## src/hw/layer_ctrl_pkg.sv

```systemverilog
package layer_ctrl_pkg;

	localparam int P = 16; // Neurons in this hidden layer
	localparam int Z = 4; // Memories accessed in parallel, one per lane
	localparam int FO = 2; // Fan-out, so a collection splits into FO parts
	localparam int L = 3; // Layer count of the network
	localparam int H = 1; // Index of this layer, the one after the input layer
	localparam int WIDTH = 16; // Data word width
	localparam int COLLECTIONS = 2 * (L - H) - 1; // Activation and sigmoid-prime collections
	localparam int CPC = P / Z * FO + 2; // Clocks per training cycle, two spare for the pipeline
	localparam int WRITE_CLOCKS = P / Z * FO; // Active clocks of a cycle
	localparam int ADDR_W = $clog2(P / Z); // Each memory holds P/Z cells
	localparam int IDX_W = $clog2(P);
	localparam int CI_W = $clog2(CPC);
	localparam int PT_W = $clog2(COLLECTIONS);
	localparam int LANE_W = $clog2(Z); // Low index bits pick the lane, the rest are the cell
	localparam int PART_W = $clog2(FO);
	localparam int PART_LANES = Z / FO; // Memories in one part

	// One issued clock of a training cycle, tagged with the pointers of its own cycle
	typedef struct packed {
		logic valid;
		logic [CI_W-1:0] ci;
		logic [PT_W-1:0] rff_pt; // Read for feed-forward of the next layer
		logic [PT_W-1:0] wff_pt; // Written by feed-forward of this layer
		logic [PT_W-1:0] rup_pt; // Read for update, also the sigmoid-prime source of BP
		logic d_pt; // Delta collection read for BP of the previous layer
	} seq_t;

	typedef logic [Z-1:0][IDX_W-1:0] mem_index_t; // Neuron index per lane, from the interleaver
	typedef logic [PART_LANES-1:0][WIDTH-1:0] lane_data_t; // One cell of every memory in a part
	typedef logic [Z-1:0][ADDR_W-1:0] addr_lanes_t;

	typedef struct packed {
		addr_lanes_t [COLLECTIONS-1:0] addr;
		logic [COLLECTIONS-1:0][Z-1:0] we;
		logic [PT_W-1:0] rff_pt;
		logic [PT_W-1:0] rup_pt;
		lane_data_t act_data; // Same words go to every part of the write collection
		lane_data_t sp_data;
	} am_ctrl_t;

	// Delta memories are dual port and there are always two collections
	typedef struct packed {
		addr_lanes_t [1:0] addr_a;
		addr_lanes_t [1:0] addr_b;
		logic [1:0][Z-1:0] we_a;
		logic [1:0][Z-1:0] we_b;
		logic d_pt;
	} dm_ctrl_t;

	// Cell address of each lane is the neuron index without its lane bits
	function automatic addr_lanes_t decode_addr(input mem_index_t idx);
		addr_lanes_t addr;
		for (int lane = 0; lane < Z; lane++)
		begin
			addr[lane] = idx[lane][IDX_W-1:LANE_W];
		end
		return addr;
	endfunction

	// The cell stays the same for FO clocks while the parts take turns
	function automatic addr_lanes_t seq_addr_lanes(input logic [CI_W-1:0] ci);
		return {Z{ci[PART_W +: ADDR_W]}};
	endfunction

	// Lanes of the part addressed by this clock, empty past the active clocks
	function automatic logic [Z-1:0] part_we(input logic [CI_W-1:0] ci);
		logic [Z-1:0] we;
		we = '0;
		for (int lane = 0; lane < Z; lane++)
		begin
			we[lane] = (ci < WRITE_CLOCKS) && (lane / PART_LANES == int'(ci % FO));
		end
		return we;
	endfunction

endpackage

```

## src/hw/act_mem_ctrl.sv

```systemverilog
`timescale 1ns/100ps

module act_mem_ctrl (
	input logic clk,
	input logic rst_n_i,
	input layer_ctrl_pkg::seq_t rd_seq_i, // Current item, drives the read side
	input layer_ctrl_pkg::seq_t wr_seq_i, // Item issued two clocks earlier, drives the writes
	input layer_ctrl_pkg::mem_index_t mem_index_i,
	input layer_ctrl_pkg::lane_data_t act_data_i, // Activations from this layer's FF
	input layer_ctrl_pkg::lane_data_t sp_data_i, // Matching sigmoid-prime values
	output layer_ctrl_pkg::am_ctrl_t am_ctrl_o
);

	layer_ctrl_pkg::addr_lanes_t rd_addr; // Interleaved read cells for FF and UP
	layer_ctrl_pkg::addr_lanes_t wr_addr; // Sequential write cell, same for all lanes
	logic [layer_ctrl_pkg::Z-1:0] wr_lanes; // Lanes of the part written this clock
	layer_ctrl_pkg::addr_lanes_t [layer_ctrl_pkg::COLLECTIONS-1:0] addr_d;
	logic [layer_ctrl_pkg::COLLECTIONS-1:0][layer_ctrl_pkg::Z-1:0] we_d;

	layer_ctrl_pkg::addr_lanes_t [layer_ctrl_pkg::COLLECTIONS-1:0] addr_q;
	logic [layer_ctrl_pkg::COLLECTIONS-1:0][layer_ctrl_pkg::Z-1:0] we_q;
	logic [layer_ctrl_pkg::PT_W-1:0] rff_q;
	logic [layer_ctrl_pkg::PT_W-1:0] rup_q;
	layer_ctrl_pkg::lane_data_t act_q;
	layer_ctrl_pkg::lane_data_t sp_q;
	logic [layer_ctrl_pkg::COLLECTIONS-1:0] coll_we; // Any lane of a collection writing

	assign rd_addr = layer_ctrl_pkg::decode_addr(mem_index_i);
	assign wr_addr = layer_ctrl_pkg::seq_addr_lanes(wr_seq_i.ci);
	assign wr_lanes = wr_seq_i.valid ? layer_ctrl_pkg::part_we(wr_seq_i.ci) : '0;

	// Only the FF write collection takes the write address, reads are not destructive
	always_comb
	begin
		for (int c = 0; c < layer_ctrl_pkg::COLLECTIONS; c++)
		begin
			if (wr_seq_i.wff_pt == layer_ctrl_pkg::PT_W'(c))
			begin
				addr_d[c] = wr_addr;
				we_d[c] = wr_lanes; // Uses the pointer of the write item's own cycle
			end
			else
			begin
				addr_d[c] = rd_addr;
				we_d[c] = '0;
			end
		end
	end

	// Enables and pointers
	always_ff @(posedge clk)
	begin
		if (!rst_n_i)
		begin
			we_q <= '0;
			rff_q <= '0;
			rup_q <= layer_ctrl_pkg::PT_W'(2); // Two collections ahead of rff
		end
		else
		begin
			we_q <= we_d;
			rff_q <= rd_seq_i.rff_pt;
			rup_q <= rd_seq_i.rup_pt;
		end
	end

	// Addresses and write words
	always_ff @(posedge clk)
	begin
		addr_q <= addr_d;
		act_q <= act_data_i;
		sp_q <= sp_data_i;
	end

	always_comb
	begin
		am_ctrl_o.addr = addr_q;
		am_ctrl_o.we = we_q;
		am_ctrl_o.rff_pt = rff_q;
		am_ctrl_o.rup_pt = rup_q;
		am_ctrl_o.act_data = act_q;
		am_ctrl_o.sp_data = sp_q;
	end

	always_comb
	begin
		for (int c = 0; c < layer_ctrl_pkg::COLLECTIONS; c++)
		begin
			coll_we[c] = |we_q[c];
		end
	end

	// At most one collection is written in any clock
	we_one_coll: assert property (@(posedge clk) disable iff (!rst_n_i)
		$onehot0(coll_we));

	// A delayed write never lands on a collection the current item reads
	we_not_read: assert property (@(posedge clk) disable iff (!rst_n_i)
		(|coll_we) |-> !coll_we[rff_q] && !coll_we[rup_q]);

endmodule

```

## src/hw/cycle_sequencer.sv

```systemverilog
`timescale 1ns/100ps

module cycle_sequencer (
	input logic clk,
	input logic rst_n_i,
	input logic run_i, // Level enable, the count holds while low
	output layer_ctrl_pkg::seq_t seq_o
);

	logic [layer_ctrl_pkg::CI_W-1:0] ci_q; // Index of the next clock to issue
	logic [layer_ctrl_pkg::PT_W-1:0] rff_q;
	logic [layer_ctrl_pkg::PT_W-1:0] wff; // Always one collection after rff
	logic [layer_ctrl_pkg::PT_W-1:0] rup; // And rup one more after that
	logic d_q;
	logic wrap; // Last clock of the cycle is being issued

	// Step a collection pointer modulo the number of collections
	function automatic logic [layer_ctrl_pkg::PT_W-1:0] next_pt(
		input logic [layer_ctrl_pkg::PT_W-1:0] pt
	);
		if (pt == layer_ctrl_pkg::PT_W'(layer_ctrl_pkg::COLLECTIONS - 1))
			return '0;
		return pt + 1'b1;
	endfunction

	assign wrap = run_i && (ci_q == layer_ctrl_pkg::CI_W'(layer_ctrl_pkg::CPC - 1));
	assign wff = next_pt(rff_q);
	assign rup = next_pt(wff);

	// Cycle counter, with the pointers moving only when the count wraps
	always_ff @(posedge clk)
	begin
		if (!rst_n_i)
		begin
			ci_q <= '0;
			rff_q <= '0;
			d_q <= 1'b0;
		end
		else if (run_i)
		begin
			ci_q <= wrap ? '0 : ci_q + 1'b1;
			if (wrap)
			begin
				rff_q <= next_pt(rff_q); // All three activation roles rotate together
				d_q <= ~d_q; // Delta collections ping-pong
			end
		end
	end

	// Issue register, the first pipeline stage of the controller
	always_ff @(posedge clk)
	begin
		if (!rst_n_i)
		begin
			seq_o.valid <= 1'b0;
			seq_o.ci <= '0;
			seq_o.rff_pt <= '0;
			seq_o.wff_pt <= next_pt('0);
			seq_o.rup_pt <= next_pt(next_pt('0));
			seq_o.d_pt <= 1'b0;
		end
		else
		begin
			seq_o.valid <= run_i; // A stalled clock still carries the held count
			seq_o.ci <= ci_q;
			seq_o.rff_pt <= rff_q;
			seq_o.wff_pt <= wff;
			seq_o.rup_pt <= rup;
			seq_o.d_pt <= d_q;
		end
	end

	// The three roles must always land on different collections
	pt_distinct: assert property (@(posedge clk) disable iff (!rst_n_i)
		seq_o.rff_pt != seq_o.wff_pt && seq_o.wff_pt != seq_o.rup_pt &&
		seq_o.rff_pt != seq_o.rup_pt);

	ci_range: assert property (@(posedge clk) disable iff (!rst_n_i)
		seq_o.ci <= layer_ctrl_pkg::CI_W'(layer_ctrl_pkg::CPC - 1));

endmodule

```

## src/hw/delay_line.sv

```systemverilog
`timescale 1ns/100ps

module delay_line #(
	parameter type T = logic, // Payload carried through the chain
	parameter int DEPTH = 1 // Clocks of delay
) (
	input logic clk,
	input logic rst_n_i,
	input T d_i,
	output T q_o
);

	T stage_q [DEPTH]; // stage_q[0] is the youngest entry

	if (DEPTH < 1)
	begin : g_depth_check
		$error("delay_line needs a DEPTH of one or more");
	end

	always_ff @(posedge clk)
	begin
		if (!rst_n_i)
		begin
			for (int i = 0; i < DEPTH; i++)
			begin
				stage_q[i] <= '0; // Cleared items are invalid and carry zero pointers
			end
		end
		else
		begin
			stage_q[0] <= d_i;
			for (int i = 1; i < DEPTH; i++)
			begin
				stage_q[i] <= stage_q[i - 1]; // Shift one step toward the output
			end
		end
	end

	assign q_o = stage_q[DEPTH - 1];

endmodule

```

## src/hw/delta_mem_ctrl.sv

```systemverilog
`timescale 1ns/100ps

module delta_mem_ctrl (
	input logic clk,
	input logic rst_n_i,
	input layer_ctrl_pkg::seq_t seq_i, // Current item
	input layer_ctrl_pkg::seq_t seq_d1_i, // Item issued one clock earlier
	input layer_ctrl_pkg::mem_index_t mem_index_i,
	output layer_ctrl_pkg::dm_ctrl_t dm_ctrl_o
);

	layer_ctrl_pkg::mem_index_t mem_index_d1;
	layer_ctrl_pkg::addr_lanes_t il_addr; // Read cell of the RMW collection
	layer_ctrl_pkg::addr_lanes_t il_addr_d1; // Same cell, written back a clock later
	layer_ctrl_pkg::addr_lanes_t sq_addr; // Sequential read for BP of the previous layer
	layer_ctrl_pkg::addr_lanes_t sq_addr_d1; // Cell cleared after it was read
	logic [layer_ctrl_pkg::Z-1:0] clr_lanes;
	logic wr_window; // Clocks where a read from the last clock is written back
	layer_ctrl_pkg::addr_lanes_t [1:0] addr_a_d;
	layer_ctrl_pkg::addr_lanes_t [1:0] addr_b_d;
	logic [1:0][layer_ctrl_pkg::Z-1:0] we_a_d;
	logic [1:0][layer_ctrl_pkg::Z-1:0] we_b_d;

	layer_ctrl_pkg::addr_lanes_t [1:0] addr_a_q;
	layer_ctrl_pkg::addr_lanes_t [1:0] addr_b_q;
	logic [1:0][layer_ctrl_pkg::Z-1:0] we_a_q;
	logic [1:0][layer_ctrl_pkg::Z-1:0] we_b_q;
	logic d_pt_q;

	delay_line #(
		.T(layer_ctrl_pkg::mem_index_t),
		.DEPTH(1)
	) mem_index_dly_inst (
		.clk(clk),
		.rst_n_i(rst_n_i),
		.d_i(mem_index_i),
		.q_o(mem_index_d1)
	);

	assign il_addr = layer_ctrl_pkg::decode_addr(mem_index_i);
	assign il_addr_d1 = layer_ctrl_pkg::decode_addr(mem_index_d1);
	assign sq_addr = layer_ctrl_pkg::seq_addr_lanes(seq_i.ci);
	assign sq_addr_d1 = layer_ctrl_pkg::seq_addr_lanes(seq_d1_i.ci);
	assign clr_lanes = seq_d1_i.valid ? layer_ctrl_pkg::part_we(seq_d1_i.ci) : '0;
	assign wr_window = seq_i.valid && (seq_i.ci >= 1) &&
		(seq_i.ci <= layer_ctrl_pkg::WRITE_CLOCKS);

	always_comb
	begin
		for (int c = 0; c < 2; c++)
		begin
			if (seq_i.d_pt == 1'(c))
			begin
				// BP read collection: A reads in order, B zeroes it for the next cycle
				addr_a_d[c] = sq_addr;
				addr_b_d[c] = sq_addr_d1;
				we_a_d[c] = '0;
			end
			else
			begin
				// RMW collection: B reads partial deltas, A writes the sums back
				addr_a_d[c] = il_addr_d1;
				addr_b_d[c] = il_addr;
				we_a_d[c] = {layer_ctrl_pkg::Z{wr_window}};
			end
			we_b_d[c] = (seq_d1_i.d_pt == 1'(c)) ? clr_lanes : '0; // Part by part
		end
	end

	always_ff @(posedge clk)
	begin
		if (!rst_n_i)
		begin
			we_a_q <= '0;
			we_b_q <= '0;
			d_pt_q <= 1'b0;
		end
		else
		begin
			we_a_q <= we_a_d;
			we_b_q <= we_b_d;
			d_pt_q <= seq_i.d_pt;
		end
	end

	always_ff @(posedge clk)
	begin
		addr_a_q <= addr_a_d;
		addr_b_q <= addr_b_d;
	end

	always_comb
	begin
		dm_ctrl_o.addr_a = addr_a_q;
		dm_ctrl_o.addr_b = addr_b_q;
		dm_ctrl_o.we_a = we_a_q;
		dm_ctrl_o.we_b = we_b_q;
		dm_ctrl_o.d_pt = d_pt_q;
	end

	// Port A of the BP read collection only ever reads
	wea_read_coll: assert property (@(posedge clk) disable iff (!rst_n_i)
		we_a_q[d_pt_q] == '0);

	// The clear from the delayed item never meets a write-back on the same collection
	port_conflict: assert property (@(posedge clk) disable iff (!rst_n_i)
		(we_a_q[0] & we_b_q[0]) == '0 && (we_a_q[1] & we_b_q[1]) == '0);

endmodule

```

## src/hw/layer_ctrl_top.sv

```systemverilog
`timescale 1ns/100ps

module layer_ctrl_top (
	input logic clk,
	input logic rst_n_i,
	input logic run_i,
	input layer_ctrl_pkg::mem_index_t mem_index_i, // Interleaver output per lane
	input layer_ctrl_pkg::lane_data_t act_data_i,
	input layer_ctrl_pkg::lane_data_t sp_data_i,
	output layer_ctrl_pkg::am_ctrl_t am_ctrl_o, // Activation and sigmoid-prime memories
	output layer_ctrl_pkg::dm_ctrl_t dm_ctrl_o // Delta memories
);

	layer_ctrl_pkg::seq_t seq; // Item for the current clock
	layer_ctrl_pkg::seq_t seq_d1; // One clock older, for the delta RMW
	layer_ctrl_pkg::seq_t seq_d2; // Two clocks older, lines up with the FF results

	cycle_sequencer cycle_sequencer_inst (
		.clk(clk),
		.rst_n_i(rst_n_i),
		.run_i(run_i),
		.seq_o(seq)
	);

	// The FF data for an item arrives two clocks after its reads
	delay_line #(
		.T(layer_ctrl_pkg::seq_t),
		.DEPTH(2)
	) seq_d2_inst (
		.clk(clk),
		.rst_n_i(rst_n_i),
		.d_i(seq),
		.q_o(seq_d2)
	);

	delay_line #(
		.T(layer_ctrl_pkg::seq_t),
		.DEPTH(1)
	) seq_d1_inst (
		.clk(clk),
		.rst_n_i(rst_n_i),
		.d_i(seq),
		.q_o(seq_d1)
	);

	act_mem_ctrl act_mem_ctrl_inst (
		.clk(clk),
		.rst_n_i(rst_n_i),
		.rd_seq_i(seq),
		.wr_seq_i(seq_d2),
		.mem_index_i(mem_index_i),
		.act_data_i(act_data_i),
		.sp_data_i(sp_data_i),
		.am_ctrl_o(am_ctrl_o)
	);

	delta_mem_ctrl delta_mem_ctrl_inst (
		.clk(clk),
		.rst_n_i(rst_n_i),
		.seq_i(seq),
		.seq_d1_i(seq_d1),
		.mem_index_i(mem_index_i),
		.dm_ctrl_o(dm_ctrl_o)
	);

endmodule

```

## config.mk

```make
export PLATFORM = sky130hd
export DESIGN_NAME = layer_ctrl_top
export DESIGN_NICKNAME = d
export VERILOG_FILES = /design/src/hw/layer_ctrl_pkg.sv /design/src/hw/act_mem_ctrl.sv /design/src/hw/cycle_sequencer.sv /design/src/hw/delay_line.sv /design/src/hw/delta_mem_ctrl.sv /design/src/hw/layer_ctrl_top.sv
export SDC_FILE = /design/constraint.sdc
export NUM_CORES = 1
export LEC_CHECK = 0
export BUFFER_PORTS_ARGS = -buffer_cell sky130_fd_sc_hd__buf_2
export CAP_MARGIN = 10
export CORE_ASPECT_RATIO = 0.9
export CORE_MARGIN = 2
export CORE_UTILIZATION = 44
export DETAILED_ROUTE_END_ITERATION = 7
export GPL_ROUTABILITY_DRIVEN = 0
export GPL_TIMING_DRIVEN = 0
export PLACE_DENSITY_LB_ADDON = 0.3
export SYNTH_ARGS = -nofsm -noshare
export SYNTH_HDL_FRONTEND = slang
export SYNTH_SLANG_ARGS = --single-unit
```

## constraint.sdc

```tcl
create_clock -name clk -period 1.72 [get_ports clk]
set_input_delay 0.172 -clock clk [delete_from_list [all_inputs] [get_ports clk]]
set_output_delay 0.172 -clock clk [all_outputs]
set_load 0.03 [all_outputs]
```

==> impl_metrics.tcl <==
set metrics [dict create \
    status "complete, no violations" \
    io_pins 236 \
    switching_share_pct 22.9 \
    dp_hpwl_mm 7.94 \
    ant_nets 0 \
    skew_ps 9.12 \
    antenna_found_initial 0 \
    fmaxAchievable_mhz 709 \
    period_needed_ps 1410 \
    port_buffers 226 \
    cts.sinks 177 \
    numCtsBuffers 17 \
    fin_area_um2 7340 \
    pwr-share-comb_pct 8.8 \
    drv_cap 0 \
    synth.avg_cell_area_um2 12.0 \
    period_share_pct 82.0 \
    wl_met1_mm 4.80 \
    critPathMaxFanout 8 \
    arrival_ps 1760 \
    wl_met2_mm 6.92 \
    yosys_register_bits 177 \
    drtIter0Drc 129 \
    dr_wl_met3_um 792 \
    hold_path.class "input pin to flop" \
    setup_tns_ps 0 \
    clk_path_buf_depth 2 \
    vias_per_cell 4.40 \
    diodes 0 \
    seqPwrFrac_pct 48.6 \
    clockRootBuffer "clkbuf_16" \
    layout-drive-gt1-share_pct 39.4 \
    dr.pass1.iters 4 \
    routed.top_layer "met4" \
    routed_wl_mm 12.8 \
    seq_area_frac_synth_pct 74.4 \
    grt_pass1_vias 3605 \
    setup_viol 0 \
    synthesis.area_um2 4760 \
    startpoint_type "flop" \
    area_growth_pct 54.3 \
    drc_errors 0 \
    power_mw 8.88 \
    grt.overflow.total 0 \
    cts_tree "done" \
    path_clk_slew_ps 60 \
    worstMarginPinSlew_ps 493 \
    die_y_um 103 \
    p_int_mw 6.85 \
    whs_ps 15.7 \
    cts-htree-levels 4 \
    synth_nets 483 \
    fp.coreArea_um2 10700 \
    dieArea_um2 11700 \
    p_clk_share_pct 42.6 \
    initial_core_util_pct 44.6 \
    rsz0062_at_grt "no" \
    clk_latency_ps 410 \
    power_density_nw_per_um2 1210 \
    ir_worst_vdd_mv 1.07 \
    grt_max_degree 17 \
    yosys_warnings 0 \
    postPlaceCellArea_um2 6060 \
    crit_type "flop to flop" \
    crit_required_ps 2070 \
    p_leak_nw 3.69 \
    relSlewSlack_pct 67.0 \
    die_w_um 114 \
    fillers 763 \
    fin_nets 798 \
    crit_path_end_kind "flop" \
    grt_pass1_wl_mm 18.5 \
    post_synth_num_cell_types 30 \
    post_cts_buffers 0 \
    finalHoldViolCount 0 \
    netlist_instances 398 \
    globalRouteTotalUtil_pct 21.2 \
    drv_slew 0 \
    wl_per_cell_um 15.0 \
    num_rows 36 \
    switching_power_mw 2.03 \
    vias 3767 \
]
## cells by family after synthesis
| group | after synthesis | synth area share [%] |
|---|---|---|
| fa+ha+maj | 2 | 0.526 |
| xor+xnor | 4 | 0.736 |
| flops | 177 | 74.4 |
| compound gates | 44 | 4.84 |
| buf+inv | 49 | 5.73 |
| simple gates | 122 | 13.7 |
## synthesized netlist by cell type
cell,count,share of area (%)
nand4b_4,1,0.50
a21boi_1,3,0.47
o21a_1,1,0.16
nor3b_1,3,0.47
xnor2_1,1,0.18
nand2b_2,2,0.37
and3b_1,1,0.18
buf_2,5,0.53
nand4b_1,1,0.18
and2_2,1,0.16
nand4bb_1,1,0.24
nand2b_1,7,0.92
o21ai_1,16,1.7
and2_1,35,4.6
dfxtp_1,177,74
nand3b_1,2,0.32
nor2b_1,3,0.39
inv_1,18,1.4
nand4_1,1,0.13
buf_6,1,0.24
o21ai_0,24,2.5
and3_1,1,0.13
xor2_1,3,0.55
ha_1,2,0.53
buf_4,20,3.2
nor2_1,10,0.79
clkbuf_1,5,0.39
or3_1,1,0.13
nand2_1,48,3.8
nor3_1,4,0.42
## layout make-up
cell class                      instances  area (µm²)  area share (%)
Multi-Input combinational cell        172         943            12.8
Timing Repair Buffer                  296        1830            24.9
Clock buffer                           22         484            6.59
Inverter                               18        67.6           0.920
Clock inverter                          8         103            1.40
Buffer                                 31         205            2.79
Tap cell                              133         166            2.27
Sequential cell                       177        3540            48.2
## timing repair
| action | 4_1_cts | 5_1_grt |
|---|---|---|
| hold endpoints to repair | 71 | 0 |
| setup endpoints to repair | 0 | 0 |
| gates resized for setup | 0 | 0 |
| hold buffers | 70 | 0 |
## per-stage QoR
step | util [%] | worst slack [ps] | std cells
after CTS | 68.8 | 299 | 857
after global routing | 68.8 | 204 | 857
after detailed placement | 56.7 | 342 | 757
after global placement | 56.7 | 411 | 757
final | 68.8 | 310 | 857
after floorplan | - | 496 | 398
## power groups by stage
stage          Clock [mW]  Combinational, mW  Sequential, mW
3_3_place_gp            0              0.632            4.40
6_report             3.78              0.781            4.32
2_1_floorplan           0             0.0921            4.69
4_1_cts              3.82              0.770            4.31
5_1_grt              4.01              0.826            4.33
3_5_place_dp            0              0.642            4.40
## sequential cells by signal (all words and copies together), names as in the netlist
register,count
delta_mem_ctrl_inst.mem_index_dly_inst.stage_q,8
cycle_sequencer_inst.rff_q,2
cycle_sequencer_inst.d_q,1
delta_mem_ctrl_inst.dm_ctrl_o,38
cycle_sequencer_inst.seq_o,11
act_mem_ctrl_inst.am_ctrl_o,94
seq_d2_inst.stage_q,16
cycle_sequencer_inst.ci_q,4
act_mem_ctrl_inst.rup_q,2
act_mem_ctrl_inst.rff_q,1
## placed cells by master (no fill, tap or decap), drive strengths merged
cell type,netlist,layout
ha,2,2
dlygate4sd3,0,70
dfxtp,177,177
and3,1,1
nand3b,2,2
nor3b,3,3
buf,26,252
or3,1,1
clkinv,0,2
nand2b,9,9
nand4,1,1
inv,18,20
nand2,48,48
clkbuf,5,27
and3b,1,1
bufinv,0,2
nand4b,2,2
xnor2,1,1
xor2,3,3
a21boi,3,3
o21a,1,1
nor2,10,10
nor2b,3,3
clkinvlp,0,2
o21ai,40,40
nor3,4,4
nand4bb,1,1
and2,36,36
## layer usage
layer  global-route usage [%]  vias to the layer above
li1                         -                     1858
met1                     22.0                     1749
met2                     39.1                      134
met3                     6.29                       26
met4                     11.2                        0
met5                        0                        -
## worst max-delay path: stages (launching register included)
cell and delay (ps):
dfxtp_1 450, ha_1 250, nand4b_4 180, or3_1 350, a21boi_1 110
## path summary, 6_finish.rpt
path	to	cells after the start	from	slack, ps
worst max-delay path	cycle_sequencer_inst.rff_q[0]	4	cycle_sequencer_inst.ci_q[0]	310
worst min-delay path	flop	2	mem_index_i[11]	20
worst max register to register	cycle_sequencer_inst.rff_q[0]	4	cycle_sequencer_inst.ci_q[0]	310
worst min register to register	seq_d2_inst.stage_q[0][15]	1	seq_d2_inst.stage_q[0][3]	430
Power figures use the tool's default switching activity.
